$ cat src/rtl/buf_pkg.sv
`default_nettype none

package buf_pkg;

	// one posted write towards the sample buffer
	// index is a word index, upper bits are dropped by the buffer
	typedef struct packed {
		logic [31:0] index;
		logic [31:0] data;
		logic [3:0]  strb;
	} buf_wr_t;

	// byte strobes from transfer size and low address bits
	function automatic logic [3:0] lane_strobes(input logic [2:0] size,
		input logic [1:0] addr_lo);
		logic [3:0] strb;
		case (size)
			// byte
			3'b000: strb = 4'b0001 << addr_lo;
			// halfword, bit 0 is known to be clear
			3'b001: strb = addr_lo[1] ? 4'b1100 : 4'b0011;
			default: strb = 4'b1111;
		endcase
		return strb;
	endfunction

endpackage

`default_nettype wire

$ cat src/rtl/wr_post_fifo.sv
`default_nettype none

module wr_post_fifo
	import buf_pkg::*;
#(
	parameter int unsigned FIFO_DEPTH = 4
) (
	input  wire logic    hclk,
	input  wire logic    hrstn,
	input  wire logic    push,
	input  wire buf_wr_t din,
	output logic         full,
	output logic         empty,
	output buf_wr_t      dout,
	output logic         valid
);

	localparam int unsigned PW = (FIFO_DEPTH > 1) ? $clog2(FIFO_DEPTH) : 1;
	localparam int unsigned CW = $clog2(FIFO_DEPTH + 1);

	buf_wr_t       entries [FIFO_DEPTH];
	logic [PW-1:0] wr_ptr;
	logic [PW-1:0] rd_ptr;
	logic [CW-1:0] count;
	logic          do_push;
	logic          do_pop;

	// wrap explicitly, depth need not be a power of two
	function automatic logic [PW-1:0] next_ptr(input logic [PW-1:0] ptr);
		return (ptr == PW'(FIFO_DEPTH - 1)) ? '0 : ptr + 1'b1;
	endfunction

	assign full    = (count == CW'(FIFO_DEPTH));
	assign empty   = (count == '0);
	assign do_push = push && !full;
	// buffer always takes the head entry
	assign do_pop  = !empty;
	assign valid   = do_pop;
	assign dout    = entries[rd_ptr];

	always_ff @(posedge hclk) begin
		if (!hrstn) begin
			wr_ptr <= '0;
			rd_ptr <= '0;
			count  <= '0;
		end else begin
			if (do_push)
				wr_ptr <= next_ptr(wr_ptr);
			if (do_pop)
				rd_ptr <= next_ptr(rd_ptr);
			case ({do_push, do_pop})
				2'b10:   count <= count + 1'b1;
				2'b01:   count <= count - 1'b1;
				default: count <= count;
			endcase
		end
	end

	always_ff @(posedge hclk) begin
		if (do_push)
			entries[wr_ptr] <= din;
	end

endmodule

`default_nettype wire

$ cat config.mk
export PLATFORM = sky130hd
export DESIGN_NAME = wr_post_fifo
export DESIGN_NICKNAME = d
export VERILOG_FILES = /design/src/rtl/buf_pkg.sv /design/src/rtl/wr_post_fifo.sv
export SDC_FILE = /design/constraint.sdc
export NUM_CORES = 1
export LEC_CHECK = 0
export ABC_CLOCK_PERIOD_IN_PS = 2890
export BUFFER_PORTS_ARGS = -buffer_cell sky130_fd_sc_hd__buf_2
export CAP_MARGIN = 20
export CORE_ASPECT_RATIO = 1.4
export CORE_MARGIN = 4
export CORE_UTILIZATION = 51
export DETAILED_ROUTE_END_ITERATION = 10
export HOLD_SLACK_MARGIN = 0.08
export PLACE_DENSITY = 0.81
export SETUP_SLACK_MARGIN = 0.2
export SLEW_MARGIN = 20
export SYNTH_ARGS = -nofsm -noshare
export SYNTH_HDL_FRONTEND = slang
export SYNTH_SLANG_ARGS = --single-unit
$ cat constraint.sdc
create_clock -name hclk -period 2.89 [get_ports hclk]
set_input_delay 0.578 -clock hclk [delete_from_list [all_inputs] [get_ports hclk]]
set_output_delay 0.578 -clock hclk [all_outputs]
set_load 0.02 [all_outputs]
==> metrics list <==
* Synth-to-Final Area Change: 18.15%
- Wires add up to 17790 um.
* Origin of the worst min-delay path: din[18]
- Via density per instance: 5.501
- In the routed design, unresolved DRC markers number 0.
- Number of clock sinks: 281
- Total congestion overflow after global routing: 0
- Total of flip-flops plus latches after synthesis: 281
- Leakage: 0.004098 uW
* Cts-stage hold buffer count: 0
- The worst pin sits at a relative slew slack of 0.6722.
- The first global-routing pass estimated 27810 um of wire.
- Syn_nets: 486
* Total of fill cells in the finished design: 1372
- Max-slew violations: 0
- Yosys printed 0 warnings.
- Maximum achievable frequency: 390.7 MHz
- Input and output buffers added on the ports amount to 141.
- Max-cap violations in this run came to 0.
- Kind of critical path: reg -> out
* Avg WL per Cell: 21.23 um
- Floorplan row count: 61
- The largest individual stage delay along the critical path comes from the cell sky130_fd_sc_hd__mux4_2.
- For this run, the register share of the synthesized area comes to 0.8093.
- Maximum number of pins on one net before global-route repair: 69
- For the worst setup path, the data required time is 2310 ps.
* Unrepaired setup endpoints after global routing: no
* Run status: finished, final reports clean
* DP Wirelength: 10920 um
- For this run, the slowest stage of the critical path takes 590 ps.
* Floorplan Core Area: 19840 sq um
* Slew at the pin with the worst max-slew slack: 490.7 ps
* Initial DRT Pass Iterations: 4
- Final critical-path share of the clock period: 0.8857
- Origin of the critical flop-to-flop path: count[0]$_SDFFE_PN0P_
- Overall track demand over capacity in global routing: 0.1592
- Level count of the clock H-tree: 1
* Antenna violations before repair: 2
- ANT nets after route: 0
- TritonCTS built the clock tree.
* Critical Path AT: 1980 ps
* Number of buffers between clock root and the deepest sink: 3
* Die Area: 22600 sq um
- Total I/O pin count: 142
* Top Family by Delay on Critical Path: multiplexers
- Die outline width: 128.2 um
- Clock transition at the registers of the reported paths: 70 ps
- In this run the power density over the cells is 983.3 nW/um^2.
* Final nets: 645
* Hold crit path type: in -> reg
- STA classifies the critical path startpoint as a flip-flop.
* Drt first-iter violations: 311
- After technology mapping, the gate count stands at 409.
- The later pin in the worst-skew pair is clocked with a latency of 500 ps.
- Final critical-path setup slack: 330.2 ps
- Master cell of the clock root buffer: sky130_fd_sc_hd__clkbuf_16
- Worst setup slack for register-to-register paths: 810 ps
- Yosys mapped the design onto 26 distinct sky130hd cell types.
- The number of global-route vias before repair was 5020.
- Buffers inserted during clock tree synthesis total 24.
* Die height: 176.3 um
- Syn_area_per_cell: 25.22 sq um
- Netlist Area Pre-Place: 10310 sq um
* Buffer and inverter count on the worst path: 2
- The routed design could run at a clock period as short as 2560 ps.
- Antenna Cells: 0
- Final setup violating endpoints: 0
* Largest vdd supply drop: 626.9 uV
- The final route contains 4610 vias.
* Initial Utilization: 0.5198
- Along the worst path, the maximum fanout reaches 43.
- Final TNS setup: 0 ps
* Critical path cell sequence: buf_12 -> mux4_2 -> buf_2
* Share of post-route cells with drive strength above 1: 0.4556
- Sort of element at the end of the critical path: primary output
- OpenSTA, run right after detailed placement, puts the worst setup slack at 610.0 ps.
* Setup Skew: 5.390 ps
- The final hold violation count came to 0.
* RD Place Congestion: 0.6945
## cell type report
cell class              instances  area (sq um)  area share
multi-input cells             104          1809      0.1485
flip-flops and latches        281          8356      0.6856
clock buffers                  26         629.4     0.05164
well taps                     252         315.3     0.02587
inverters                       7         26.28    0.002156
clock inverters                18         186.4     0.01530
repair buffers                150         864.6     0.07094
## layout by cell type, fill, tap and decap left out, types with 2 or more instances in the layout
cell type and n:
sky130_fd_sc_hd__clkbuf_16 25, sky130_fd_sc_hd__edfxtp_1 272, sky130_fd_sc_hd__ha_1 5, sky130_fd_sc_hd__buf_12 7
sky130_fd_sc_hd__dfxtp_4 2, sky130_fd_sc_hd__clkinvlp_4 4, sky130_fd_sc_hd__a221oi_1 2, sky130_fd_sc_hd__mux4_2 68
sky130_fd_sc_hd__clkinv_1 3, sky130_fd_sc_hd__or3_1 2, sky130_fd_sc_hd__inv_1 6, sky130_fd_sc_hd__dfxtp_1 7
sky130_fd_sc_hd__nand2_1 8, sky130_fd_sc_hd__bufinv_16 3, sky130_fd_sc_hd__mux2i_1 2, sky130_fd_sc_hd__and2_4 4
sky130_fd_sc_hd__a21oi_1 3, sky130_fd_sc_hd__clkinv_2 4, sky130_fd_sc_hd__o21ai_0 2, sky130_fd_sc_hd__buf_2 141
sky130_fd_sc_hd__clkinv_4 4
## worst register-to-register path: stages, from the launching register on
cell                      delay [ps]
sky130_fd_sc_hd__dfxtp_1         480
sky130_fd_sc_hd__nor3b_1         140
sky130_fd_sc_hd__nor2b_1         420
sky130_fd_sc_hd__and2_4          490
sky130_fd_sc_hd__buf_12          250
## layer usage
| metal | GRT usage | wire length [um] |
|---|---|---|
| met1 | 0.2020 | 6765 |
| met2 | 0.2802 | 9571 |
| met3 | 0.03632 | 1151 |
| met4 | 0.03628 | 266 |
| met5 | 0 | 40 |
## registers in the layout, summed over array words and instances (netlist names), named ones only
register / count
count: 3
entries: 272
rd_ptr: 2
wr_ptr: 2
## cells in the mapped netlist (all sizes together)
master	n	share of area
and2	4	0.0024
mux4	68	0.15
buf	13	0.012
clkbuf	4	0.0015
nor3	1	0.00048
o221a	1	0.0011
a221oi	2	0.0017
nor3b	1	0.00073
inv	7	0.0025
o22ai	1	0.00061
dfxtp	9	0.017
fa	1	0.0019
or3	3	0.0023
nor2b	1	0.00061
mux2i	2	0.0019
edfxtp	272	0.79
o21ai	2	0.00097
a21oi	3	0.0015
ha	5	0.0061
nand2	8	0.0029
a21o	1	0.00073
## stage by stage
| step | power, uW | instance area, sq um | hold slack, ps | instances | util |
|---|---|---|---|---|---|
| final | 11980 | 12190 | 288.3 | 838 | 0.6141 |
| after global routing | 12560 | 12190 | 260.0 | 838 | 0.6141 |
| after CTS | 12170 | 12190 | 264.1 | 838 | 0.6141 |
| after detailed placement | 8925 | 11370 | 468.6 | 794 | 0.5728 |
| after global placement | 8829 | 11370 | 448.6 | 794 | 0.5728 |
| after floorplan | 7841 | 10320 | 448.6 | 409 | - |
## logic make-up after synthesis
logic type               share of synthesized area
buffers and inverters                      0.01625
multiplexers                                0.1504
AO/OA/AOI/OAI                             0.006551
flip-flops                                  0.8093
adder cells (fa/ha/maj)                   0.008006
AND/OR/NAND/NOR                           0.009461
## path summary, 6_finish.rpt
| kind | to | cells after the start |
|---|---|---|
| setup reg to reg | entries[3][30]$_DFFE_PP_ | 4 |
| hold / removal | entries[0][18]$_DFFE_PP_ | 1 |
| setup / recovery | dout[57] | 3 |
| hold reg to reg | flip-flop | 2 |
## timing repair
action | 4_1_cts | 5_1_grt
endpoints found under the setup margin | 12 | 0
setup buffers | 0 | 0
resized for setup | 1 | 0
## power breakdown
part	switching [uW]	internal, uW	leakage (uW)
Combinational	2060	1530	0.00114
Clock	1360	1860	0.000389
Sequential	189	4980	0.00257
No activity file was read; power rests on OpenSTA's default activity.
