[config.mk]
export PLATFORM = sky130hd
export DESIGN_NAME = ahb_slave_if
export DESIGN_NICKNAME = d
export VERILOG_FILES = /design/src/rtl/ahb_pkg.sv /design/src/rtl/buf_pkg.sv /design/src/rtl/ahb_slave_if.sv
export SDC_FILE = /design/constraint.sdc
export NUM_CORES = 1
export LEC_CHECK = 0
export ABC_CLOCK_PERIOD_IN_PS = 3500
export BUFFER_PORTS_ARGS = -buffer_cell sky130_fd_sc_hd__clkbuf_2
export CAP_MARGIN = 15
export CORE_AREA = 2 2 97 99
export CTS_BUF_LIST = sky130_fd_sc_hd__clkbuf_4
export DETAILED_ROUTE_END_ITERATION = 10
export DIE_AREA = 0 0 99 101
export HOLD_SLACK_MARGIN = 0.02
export PLACE_DENSITY = 0.77
export SLEW_MARGIN = 20
export SYNTH_ARGS = -nofsm -noshare
export SYNTH_HDL_FRONTEND = slang
export SYNTH_SLANG_ARGS = --single-unit
[constraint.sdc]
create_clock -name hclk -period 3.5 [get_ports hclk]
set_input_delay 0.7 -clock hclk [delete_from_list [all_inputs] [get_ports hclk]]
set_output_delay 0.7 -clock hclk [all_outputs]
set_load 0.01 [all_outputs]
[src/rtl/ahb_pkg.sv]
`default_nettype none

package ahb_pkg;

	// htrans encodings from the AHB-Lite master
	typedef enum logic [1:0] {
		HTRANS_IDLE   = 2'b00,
		HTRANS_BUSY   = 2'b01,
		HTRANS_NONSEQ = 2'b10,
		HTRANS_SEQ    = 2'b11
	} htrans_e;

	// only byte, half and word are supported
	// wider codes reach the slave and are answered with ERROR
	typedef enum logic [2:0] {
		HSIZE_BYTE = 3'b000,
		HSIZE_HALF = 3'b001,
		HSIZE_WORD = 3'b010
	} hsize_e;

	// address phase as held during the data phase
	// valid is set for NONSEQ and SEQ only
	typedef struct packed {
		logic [31:0] addr;
		logic        write;
		hsize_e      size;
		logic        valid;
	} ahb_addr_phase_t;

endpackage

`default_nettype wire

[src/rtl/buf_pkg.sv]
`default_nettype none

package buf_pkg;

	// one posted write towards the sample buffer
	// index is a word index, upper bits are dropped by the buffer
	typedef struct packed {
		logic [31:0] index;
		logic [31:0] data;
		logic [3:0]  strb;
	} buf_wr_t;

	// byte strobes from transfer size and low address bits
	function automatic logic [3:0] lane_strobes(input logic [2:0] size,
		input logic [1:0] addr_lo);
		logic [3:0] strb;
		case (size)
			// byte
			3'b000: strb = 4'b0001 << addr_lo;
			// halfword, bit 0 is known to be clear
			3'b001: strb = addr_lo[1] ? 4'b1100 : 4'b0011;
			default: strb = 4'b1111;
		endcase
		return strb;
	endfunction

endpackage

`default_nettype wire

[src/rtl/ahb_slave_if.sv]
`default_nettype none

module ahb_slave_if
	import ahb_pkg::*;
	import buf_pkg::*;
#(
	parameter int unsigned DEPTH = 256
) (
	input  wire logic        hclk,
	input  wire logic        hrstn,

	input  wire logic [31:0] haddr,
	input  wire htrans_e     htrans,
	input  wire logic        hwrite,
	input  wire hsize_e      hsize,
	input  wire logic [31:0] hwdata,
	// no protection or locking support, both are accepted as is
	input  wire logic [6:0]  hprot,
	input  wire logic        hmastlock,
	output logic [31:0]      hrdata,
	output logic             hready,
	output logic             hresp,

	output logic             wr_push,
	output buf_wr_t          wr_req,
	input  wire logic        wr_full,
	input  wire logic        wr_empty,

	output logic             rd_en,
	output logic [31:0]      rd_index,
	input  wire logic [31:0] rd_data,

	output logic             done,
	output logic             resp
);

	typedef enum logic [2:0] {
		IDLE,
		WRITE,
		READ_WAIT,
		READ_DATA,
		ERR1,
		ERR2
	} state_e;

	state_e          state;
	state_e          state_d;
	state_e          next_xfer;
	ahb_addr_phase_t addr_q;
	logic            active;
	logic            misaligned;
	logic            out_of_range;
	logic [3:0]      wr_strb;

	assign active = (htrans == HTRANS_NONSEQ) || (htrans == HTRANS_SEQ);

	// address checks on the incoming address phase
	always_comb begin
		case (hsize)
			HSIZE_BYTE: misaligned = 1'b0;
			HSIZE_HALF: misaligned = haddr[0];
			HSIZE_WORD: misaligned = |haddr[1:0];
			default:    misaligned = 1'b1;
		endcase
	end

	assign out_of_range = {2'b00, haddr[31:2]} >= DEPTH;

	// data phase that follows an accepted address phase
	always_comb begin
		if (!active)
			next_xfer = IDLE;
		else if (misaligned || out_of_range)
			next_xfer = ERR1;
		else if (hwrite)
			next_xfer = WRITE;
		else
			next_xfer = READ_WAIT;
	end

	always_comb begin
		hready  = 1'b1;
		hresp   = 1'b0;
		wr_push = 1'b0;
		rd_en   = 1'b0;
		case (state)
			WRITE: begin
				// stall while the queue is full
				hready  = !wr_full;
				wr_push = addr_q.write && !wr_full;
			end
			READ_WAIT: begin
				// posted writes must land before the read
				hready = 1'b0;
				rd_en  = wr_empty;
			end
			ERR1: begin
				hready = 1'b0;
				hresp  = 1'b1;
			end
			ERR2: hresp = 1'b1;
			default: ;
		endcase
	end

	always_comb begin
		state_d = state;
		case (state)
			READ_WAIT: begin
				if (wr_empty)
					state_d = READ_DATA;
			end
			ERR1: state_d = ERR2;
			// IDLE, WRITE, READ_DATA and ERR2 take a new address phase
			default: begin
				if (hready)
					state_d = next_xfer;
			end
		endcase
	end

	always_ff @(posedge hclk) begin
		if (!hrstn) begin
			state  <= IDLE;
			addr_q <= '0;
		end else begin
			state <= state_d;
			if (hready) begin
				addr_q.addr  <= haddr;
				addr_q.write <= hwrite;
				addr_q.size  <= hsize;
				addr_q.valid <= active;
			end
		end
	end

	assign wr_strb = lane_strobes(addr_q.size, addr_q.addr[1:0]);

	// sub-word data already sits on its own lanes, unused lanes are cleared
	always_comb begin
		wr_req.index = {2'b00, addr_q.addr[31:2]};
		wr_req.strb  = wr_strb;
		for (int i = 0; i < 4; i++) begin
			wr_req.data[8*i +: 8] = wr_strb[i] ? hwdata[8*i +: 8] : 8'h00;
		end
	end

	assign rd_index = {2'b00, addr_q.addr[31:2]};
	assign hrdata   = rd_data;

	// one pulse per completed data phase
	assign done = hready && addr_q.valid;
	assign resp = (state == ERR2);

endmodule

`default_nettype wire

==> qor.yml, run 1 <==
status: "completed"
met2_length_um: 3100
overflow: 0
fmax_mhz: 415
min_path_type: "reg2reg"
post_cts_resized: 0
timing.final.crit_period_ns: 2.41
gp_congestion: 0.752
synth_top_cell_by_area: "dfxtp_1"
critical_path.cell_chain: "nor2_1 -> a21boi_1 -> nor2b_1 -> clkbuf_2"
insertion_delay_ns: 0.34
hpwl_um: 5000
ir_drop_mv: 0.138
cts_buffer_depth: 2
clock_skew_ns: 0.0130
initial_core_util_pct: 29.1
start_kind: "flip-flop"
synth_top_area_share_pct: 30.7
syn_avg_cell_area_um2: 8.82
clockRootBuffer: "clkbuf_4"
area_growth_pct: 12.7
critPathTopFamily: "compound AO/OA/AOI/OAI gates"
rows: 35
total_leakage_power_nw: 1.68
setup_viol_count_final: 0
antenna_found_initial: 0
routedWlPerCell_um: 12.4
cp_slowest_cell: "a21boi_1"
io_pins: 252
ys_ff_latch: 40
place_area_mm2: 0.00287
post_drt_via_cell_ratio: 4.26
maxCapViolations: 0
relSlewSlack_pct: 57.8
fin_crit_sh_pct: 68.9
nets: 492
fp.dieH_um: 101
cts.clk_slew.worst_paths_ns: 0.11
met3_length_um: 563
synth_area_leaders: "dfxtp_1 (31%), buf_4 (28%), mux2i_1 (14%), and2_1 (6.5%), nor2_1 (6.0%)"
grt_pass1_vias: 1893
cts_buffers: 5
io_buffers: 174
critPathCaptureType: "output pin"
holdPathStages: 2
vias: 2089
layout-drive-gt1-share_pct: 49.9
antenna_cells: 0
cp_slowest_stage_delay_ns: 0.56
crit_required_ns: 2.80
drv_slew: 0
drt-total-wl_um: 6070
cts_setup_buffers: 0
cts_tree: "done"
yosys-top-cells-count: "buf_4 (96), nor2_1 (42), dfxtp_1 (40), mux2i_1 (37), and2_1 (27)"
synthCells: 296
async_reset_ff_share_pct: 0
crit_fanout: 9
finalInstanceArea_mm2: 0.00294
core_mm2: 0.00898
worstPathArrival_ns: 1.71
wl_met1_um: 2310
hold_viol_final: 0
fp.dieW_um: 99
path_buf_inv: 1
synth_edf_count: 0
cts_hold_buf: 0
synth_area_mm2: 0.00261
criticalPathCategory: "reg2out"
setup_tns_ns: 0
drt_pass1_iterations: 4
grt_usage_pct: 11.1
tightest_slew_ns: 0.634
yosysMostFrequentCell: "buf_4"
n_fill_cell: 952
htreeDepth: 2
holdWs_ns: 0.510
grt_max_degree: 39
ys.flop_type: "dfxtp_1"
antenna_left: 0
crit_cells: 4
yosys_warnings: 0
drc: 0
grt_pass1_wl_um: 8850
drtIter0Drc: 32
synth_cell_types: 31
power_density_mw_per_mm2: 414
rsz0062_at_grt: "false"
reg2reg_depth: 5
synth-seq-area-share_pct: 30.7
cts_sinks: 40
top_layer: "met4"
dieArea_mm2: 0.0100
## flip-flops by register name (all words and copies together), names as in the netlist
name      count
rd_index     30
state         3
addr_q        7
## final cells by class
| cell class | count | area, um2 | share of cell area (%) |
|---|---|---|---|
| flip-flops and latches | 40 | 801 | 27.2 |
| well taps | 111 | 139 | 4.72 |
| multi-input cells | 151 | 1020 | 34.9 |
| inverters | 4 | 15.0 | 0.511 |
| clock inverters | 3 | 37.5 | 1.28 |
| repair buffers | 176 | 886 | 30.1 |
| clock buffers | 5 | 37.5 | 1.28 |
## cells by family after synthesis
group | Yosys count | share of synthesized area [%]
AOI/OAI and AO/OA | 13 | 4.22
other | 1 | 0.144
muxes | 37 | 14.2
and+or+nand+nor | 97 | 20.3
buffers and inverters | 108 | 30.5
DFF | 40 | 30.7
## tightest hold or removal path, stage by stage, from the launching register on
cell and delay [ns]:
dfxtp_1 0.35, mux2i_1 0.06, nor2_1 0.07
## worst paths after layout
path / start / to / slack (ns)
max reg2reg: state[1] / rd_index[2] / 1.57
min reg2reg: addr_q[2] / addr_q[2] / 0.51
max: addr_q[3] / wr_req[20] / 1.09
min: addr_q[2] / addr_q[2] / 0.51
## per-layer routing
layer  global-route usage (%)  up-vias
met5                        0        -
met4                     3.27        0
met3                     3.40       16
met2                     21.3      114
met1                     11.5      933
li1                         -     1026
## placed cells by master (no fill, tap or decap), drive strengths merged, types with 2 or more instances in the layout
cell / instances
nor3: 3
clkinv: 2
nand2: 3
conb: 4
nor4: 5
a21oi: 2
inv: 4
nor2b: 10
o22ai: 2
clkbuf: 179
and2: 27
o2111ai: 2
nor2: 42
dfxtp: 40
buf: 2
o21ai: 2
mux2i: 37
nand2b: 2
## report_power, final
part	internal (mW)	total, mW	switching, mW
Combinational	0.183	0.389	0.207
Sequential	0.495	0.528	0.0326
Clock	0.146	0.300	0.154
Total	0.824	1.22	0.393
## through the flow
step / worst slack (ns) / std cells / utilization, % / total power, mW
finish: 1.09 / 490 / 32.8 / 1.22
global route: 0.909 / 490 / 32.8 / 1.30
CTS: 1.01 / 490 / 32.8 / 1.24
detailed placement: 1.18 / 482 / 31.9 / 0.933
global placement: 1.21 / 482 / 31.9 / 0.925
floorplan: 1.26 / 299 / - / 0.881
No activity file was read; power rests on OpenSTA's default activity.
==> run 2: changes to the inputs <==
--- a/config.mk
+++ b/config.mk
@@ -5,15 +5,15 @@
 export SDC_FILE = /design/constraint.sdc
 export NUM_CORES = 1
 export LEC_CHECK = 0
-export ABC_CLOCK_PERIOD_IN_PS = 3500
+export ABC_CLOCK_PERIOD_IN_PS = 2050
 export BUFFER_PORTS_ARGS = -buffer_cell sky130_fd_sc_hd__clkbuf_2
 export CAP_MARGIN = 15
-export CORE_AREA = 2 2 97 99
+export CORE_AREA = 2 2 96 98
 export CTS_BUF_LIST = sky130_fd_sc_hd__clkbuf_4
 export DETAILED_ROUTE_END_ITERATION = 10
-export DIE_AREA = 0 0 99 101
+export DIE_AREA = 0 0 98 100
 export HOLD_SLACK_MARGIN = 0.02
-export PLACE_DENSITY = 0.77
+export PLACE_DENSITY = 0.81
 export SLEW_MARGIN = 20
 export SYNTH_ARGS = -nofsm -noshare
 export SYNTH_HDL_FRONTEND = slang
==> constraint.sdc (replaced) <==
create_clock -name hclk -period 2.05 [get_ports hclk]
set_input_delay 0.41 -clock hclk [delete_from_list [all_inputs] [get_ports hclk]]
set_output_delay 0.41 -clock hclk [all_outputs]
set_load 0.01 [all_outputs]
==> qor.yml, run 2 (same netlist as run 1, synthesis figures left out) <==
status: "completed"
hold_viol_final: 0
stdcell_count: 496
worstPathArrival_ns: 1.53
fp.dieW_um: 98
post_drt_via_cell_ratio: 4.36
criticalPathCategory: "reg2out"
cts_sinks: 40
dp.cells: 486
grt_max_degree: 22
path_buf_inv: 1
nets: 498
setup_viol_count_final: 0
cts_tree: "done"
ir_drop_mv: 0.260
antenna_found_initial: 0
fp.dieH_um: 100
start_kind: "flip-flop"
cp_slowest_stage_delay_ns: 0.39
area_growth_pct: 15.8
fin_ws_ns: 0.109
setup_tns_ns: 0
routedWlPerCell_um: 14.4
insertion_delay_ns: 0.35
largest_register_ff_count: 30
timing.final.crit_period_ns: 1.94
hpwl_um: 5950
drtIter0Drc: 59
maxCapViolations: 0
total_leakage_power_nw: 1.72
grt_pass1_wl_um: 10700
layout_commonest_cell: "clkbuf_2"
rows: 35
dieArea_mm2: 0.00980
drv_slew: 0
core_mm2: 0.00889
drt_pass1_iterations: 4
r2r_slack_ns: 0.26
grt_usage_pct: 14.0
gp_congestion: 0.776
hold_end: "rd_index[7]"
power_density_mw_per_mm2: 712
vias: 2161
overflow: 0
fin_crit_sh_pct: 94.7
fmax_mhz: 515
clock_skew_ns: 0.0181
grt_pass1_vias: 2026
mostFrequentLayoutCells: "clkbuf_2 (174), nor2_1 (41), mux2i_1 (37), dfxtp_1 (37), and2_1 (27)"
drt-total-wl_um: 7140
critical_path.cell_chain: "nor3b_4 -> a211oi_4 -> and2_1 -> clkbuf_2"
initial_core_util_pct: 29.4
min_path_type: "in2reg"
reg2reg_from: "state[1]"
pre_cts_ws_ns: 0.0898
antenna_cells: 0
htreeDepth: 2
cts.clk_slew.worst_paths_ns: 0.14
critPathCaptureType: "output pin"
holdCritStartpoint: "haddr[9]"
reg2reg_depth: 6
cp_slowest_cell: "dfxtp_2"
cts_buffer_depth: 2
regToRegEndpoint: "rd_index[24]"
clockRootBuffer: "clkbuf_4"
io_buffers: 174
crit_fanout: 6
crit_required_ns: 1.64
antenna_left: 0
io_pins: 252
cts_buffers: 5
rsz0062_at_grt: "false"
holdPathStages: 3
drc: 0
critPathTopFamily: "flip-flops"
layout-drive-gt1-share_pct: 52.5
-- run 2: cell types whose count changed in the layout (fill, tap and decap cells not counted), sizes merged --
cell      previous run  this run
clkinv               2         1
clkinvlp             0         1
buf                  2         8
-- run 2: where the power goes --
part	leakage [nW]	switching, mW	internal [mW]
sequential	0.333	0.0593	0.847
clock	0.0412	0.278	0.255
combinational	1.35	0.377	0.335
-- run 2: worst reg2reg max path, stage by stage (launching register included) --
cell	delay [ns]
dfxtp_2	0.39
nor3b_4	0.19
a211oi_4	0.31
buf_4	0.18
buf_4	0.31
mux2i_1	0.25
nor2_1	0.06
-- run 2: worst max-delay path by stage --
stage                     depth (start not counted)          to  slack [ns]      start
after floorplan                                   4        done        0.39    wr_full
after global routing                              4        done       0.002   state[0]
final                                             4        done        0.11   state[1]
after global placement                            5    state[2]        0.07  haddr[18]
after detailed placement                          5    state[2]        0.09  haddr[18]
after CTS                                         4  wr_req[18]        0.04  addr_q[1]
-- run 2: routing by layer --
| layer | share of wire (%) | wire length, um | global-route usage [%] | vias to the layer above |
|---|---|---|---|---|
| li1 | - | - | - | 1036 |
| met1 | 37 | 2640 | 15.7 | 987 |
| met2 | 52 | 3690 | 25.3 | 128 |
| met3 | 9.5 | 675 | 4.39 | 10 |
| met4 | 1.8 | 131 | 4.38 | 0 |
| met5 | 0 | 0 | 0 | - |
-- run 2: repair_timing --
| action | in CTS | in global routing |
|---|---|---|
| setup buffers | 2 | 0 |
| setup endpoints to repair | 2 | 18 |
| hold buffers | 0 | 0 |
| pin swaps | 1 | 1 |
| gates resized for setup | 4 | 2 |
-- run 2: layout make-up --
type | count | area, um2
flip-flops and latches | 40 | 805
clock inverters | 3 | 42.5
inverters | 4 | 15.0
multi-input cells | 151 | 1040
clock buffers | 5 | 37.5
fillers | 953 | 5870
repair buffers | 182 | 943
well taps | 111 | 139
-- run 2: metrics by stage --
step                utilization [%]  hold WS [ns]  power [mW]  cell area [um2]
floorplan                         -         0.452        1.50             2620
global placement               32.7         0.465        1.61             2910
detailed placement             32.7         0.483        1.63             2910
CTS                            33.9         0.265        2.19             3020
global route                   34.0         0.282        2.29             3020
finish                         34.0         0.279        2.15             3020
==> run 3: changes to the inputs <==
--- a/config.mk
+++ b/config.mk
@@ -8,12 +8,14 @@
 export ABC_CLOCK_PERIOD_IN_PS = 2050
 export BUFFER_PORTS_ARGS = -buffer_cell sky130_fd_sc_hd__clkbuf_2
 export CAP_MARGIN = 15
-export CORE_AREA = 2 2 96 98
+export CELL_PAD_IN_SITES_DETAIL_PLACEMENT = 1
+export CELL_PAD_IN_SITES_GLOBAL_PLACEMENT = 1
+export CORE_MARGIN = 2
+export CORE_UTILIZATION = 22
 export CTS_BUF_LIST = sky130_fd_sc_hd__clkbuf_4
 export DETAILED_ROUTE_END_ITERATION = 10
-export DIE_AREA = 0 0 98 100
 export HOLD_SLACK_MARGIN = 0.02
-export PLACE_DENSITY = 0.81
+export PLACE_DENSITY = 0.88
 export SLEW_MARGIN = 20
 export SYNTH_ARGS = -nofsm -noshare
 export SYNTH_HDL_FRONTEND = slang
==> qor.yml, run 3 (same netlist as run 1, synthesis figures left out) <==
cts_buffer_depth: 2
cts_tree: "done"
seqPwrFrac_pct: 41.2
regToRegEndpoint: "rd_index[22]"
routedWlPerCell_um: 14.8
r2r_slack_ns: 0.25
combPwrFrac_pct: 34.3
drc: 20
hold_end: "rd_index[3]"
drtIter0Drc: 80
status: "complete, but fails checks"
clock_skew_ns: 0.00997
crit_required_ns: 1.64
grt_pass1_vias: 2201
reg2reg_from: "state[0]"
min_path_type: "in2reg"
setup_viol_count_final: 0
layout_commonest_cell: "clkbuf_2"
timing.final.crit_period_ns: 1.95
rows: 39
cts.clk_slew.worst_paths_ns: 0.13
ir_drop_mv: 0.315
post_drt_via_cell_ratio: 4.20
grt_pass1_wl_um: 11600
criticalPathCategory: "reg2out"
fmax_mhz: 512
fp.dieH_um: 113
antenna_found_initial: 0
stdcell_count: 533
p_int_mw: 1.48
drv_slew: 0
io_pins: 252
clkPwrFrac_pct: 24.4
insertion_delay_ns: 0.34
dp.cells: 516
dieArea_mm2: 0.0128
total_leakage_power_nw: 1.77
power_density_mw_per_mm2: 703
grt_max_degree: 40
pre_cts_ws_ns: 0.176
core_mm2: 0.0115
power_mw: 2.20
cts_hold_buf: 0
area_growth_pct: 19.8
antenna_left: 0
overflow: 0
cts_buffers: 5
grt_usage_pct: 11.5
mostFrequentLayoutCells: "clkbuf_2 (174), nor2_1 (41), mux2i_1 (37), dfxtp_1 (37), and2_1 (27)"
reg2reg_depth: 6
nets: 503
switching_share_pct: 32.5
hold_viol_final: 0
critPathCaptureType: "output pin"
fin_ws_ns: 0.0973
hpwl_um: 6360
crit_fanout: 5
clockRootBuffer: "clkbuf_4"
holdPathStages: 3
n_fill_cell: 1422
vias: 2238
start_kind: "flip-flop"
violations: "design-rule violations"
final_util_pct: 27.2
net-switching-power_uw: 716
drt-total-wl_um: 7860
fin_crit_sh_pct: 95.3
largest_register_ff_count: 30
maxCapViolations: 0
htreeDepth: 2
layout-drive-gt1-share_pct: 53.1
io_buffers: 174
antenna_cells: 0
fp.dieW_um: 113
holdCritStartpoint: "haddr[5]"
worstPathArrival_ns: 1.54
initial_core_util_pct: 22.7
gp_congestion: 0.740
drt_pass1_iterations: 8
cts_sinks: 40
run 3: final cells by class:
| class | instances | area (um2) | area share, % |
|---|---|---|---|
| repair buffers | 187 | 1010 | 32.2 |
| flip-flops and latches | 40 | 810 | 25.9 |
| inverters | 4 | 15.0 | 0.480 |
| multi-input cells | 151 | 1040 | 33.2 |
| clock buffers | 6 | 45.0 | 1.44 |
| well taps | 143 | 179 | 5.72 |
| clock inverters | 2 | 35.0 | 1.12 |
run 3: per-layer routing:
metal	vias up	global-route usage (%)	wire [um]
met2	125	21.8	4110
met1	1052	12.5	2840
met3	15	2.95	794
met5	-	0	0
li1	1046	-	-
met4	0	3.41	120
run 3: power groups by stage:
| stage | clock, mW | sequential (mW) | combinational (mW) |
|---|---|---|---|
| floorplan | 0 | 0.904 | 0.600 |
| global placement | 0 | 0.918 | 0.699 |
| detailed placement | 0 | 0.924 | 0.712 |
| CTS | 0.580 | 0.910 | 0.746 |
| global route | 0.611 | 0.918 | 0.827 |
| finish | 0.537 | 0.907 | 0.756 |
run 3: worst max-delay path by stage:
| stage | start | end | cells after the start |
|---|---|---|---|
| 2_1_floorplan | wr_full | done | 4 |
| 3_3_place_gp | haddr[19] | state[2] | 5 |
| 3_5_place_dp | wr_full | hready | 5 |
| 4_1_cts | state[2] | hready | 4 |
| 5_1_grt | addr_q[3] | wr_req[15] | 4 |
| 6_report | state[2] | done | 4 |
run 3: critical path, cell delays in order, from the launching register on:
cell and delay (ns):
dfxtp_2 0.39, nor4bb_4 0.40, a211oi_4 0.11, and2_1 0.17, clkbuf_2 0.13
run 3: what timing repair did:
item / in CTS / in global routing
endpoints found under the setup margin: 2 / 35
setup buffers: 1 / 7
gates cloned: 1 / 0
resized for setup: 4 / 4
endpoints found under the hold margin: 0 / 0
pin swaps: 1 / 2
run 3: metrics by stage:
step | cell area, um2 | TNS [ns] | hold slack [ns]
2_1_floorplan | 2620 | 0 | 0.452
3_3_place_gp | 2930 | 0 | 0.469
3_5_place_dp | 2930 | 0 | 0.492
4_1_cts | 3070 | 0 | 0.269
5_1_grt | 3130 | -0.00916 | 0.264
6_report | 3130 | 0 | 0.300
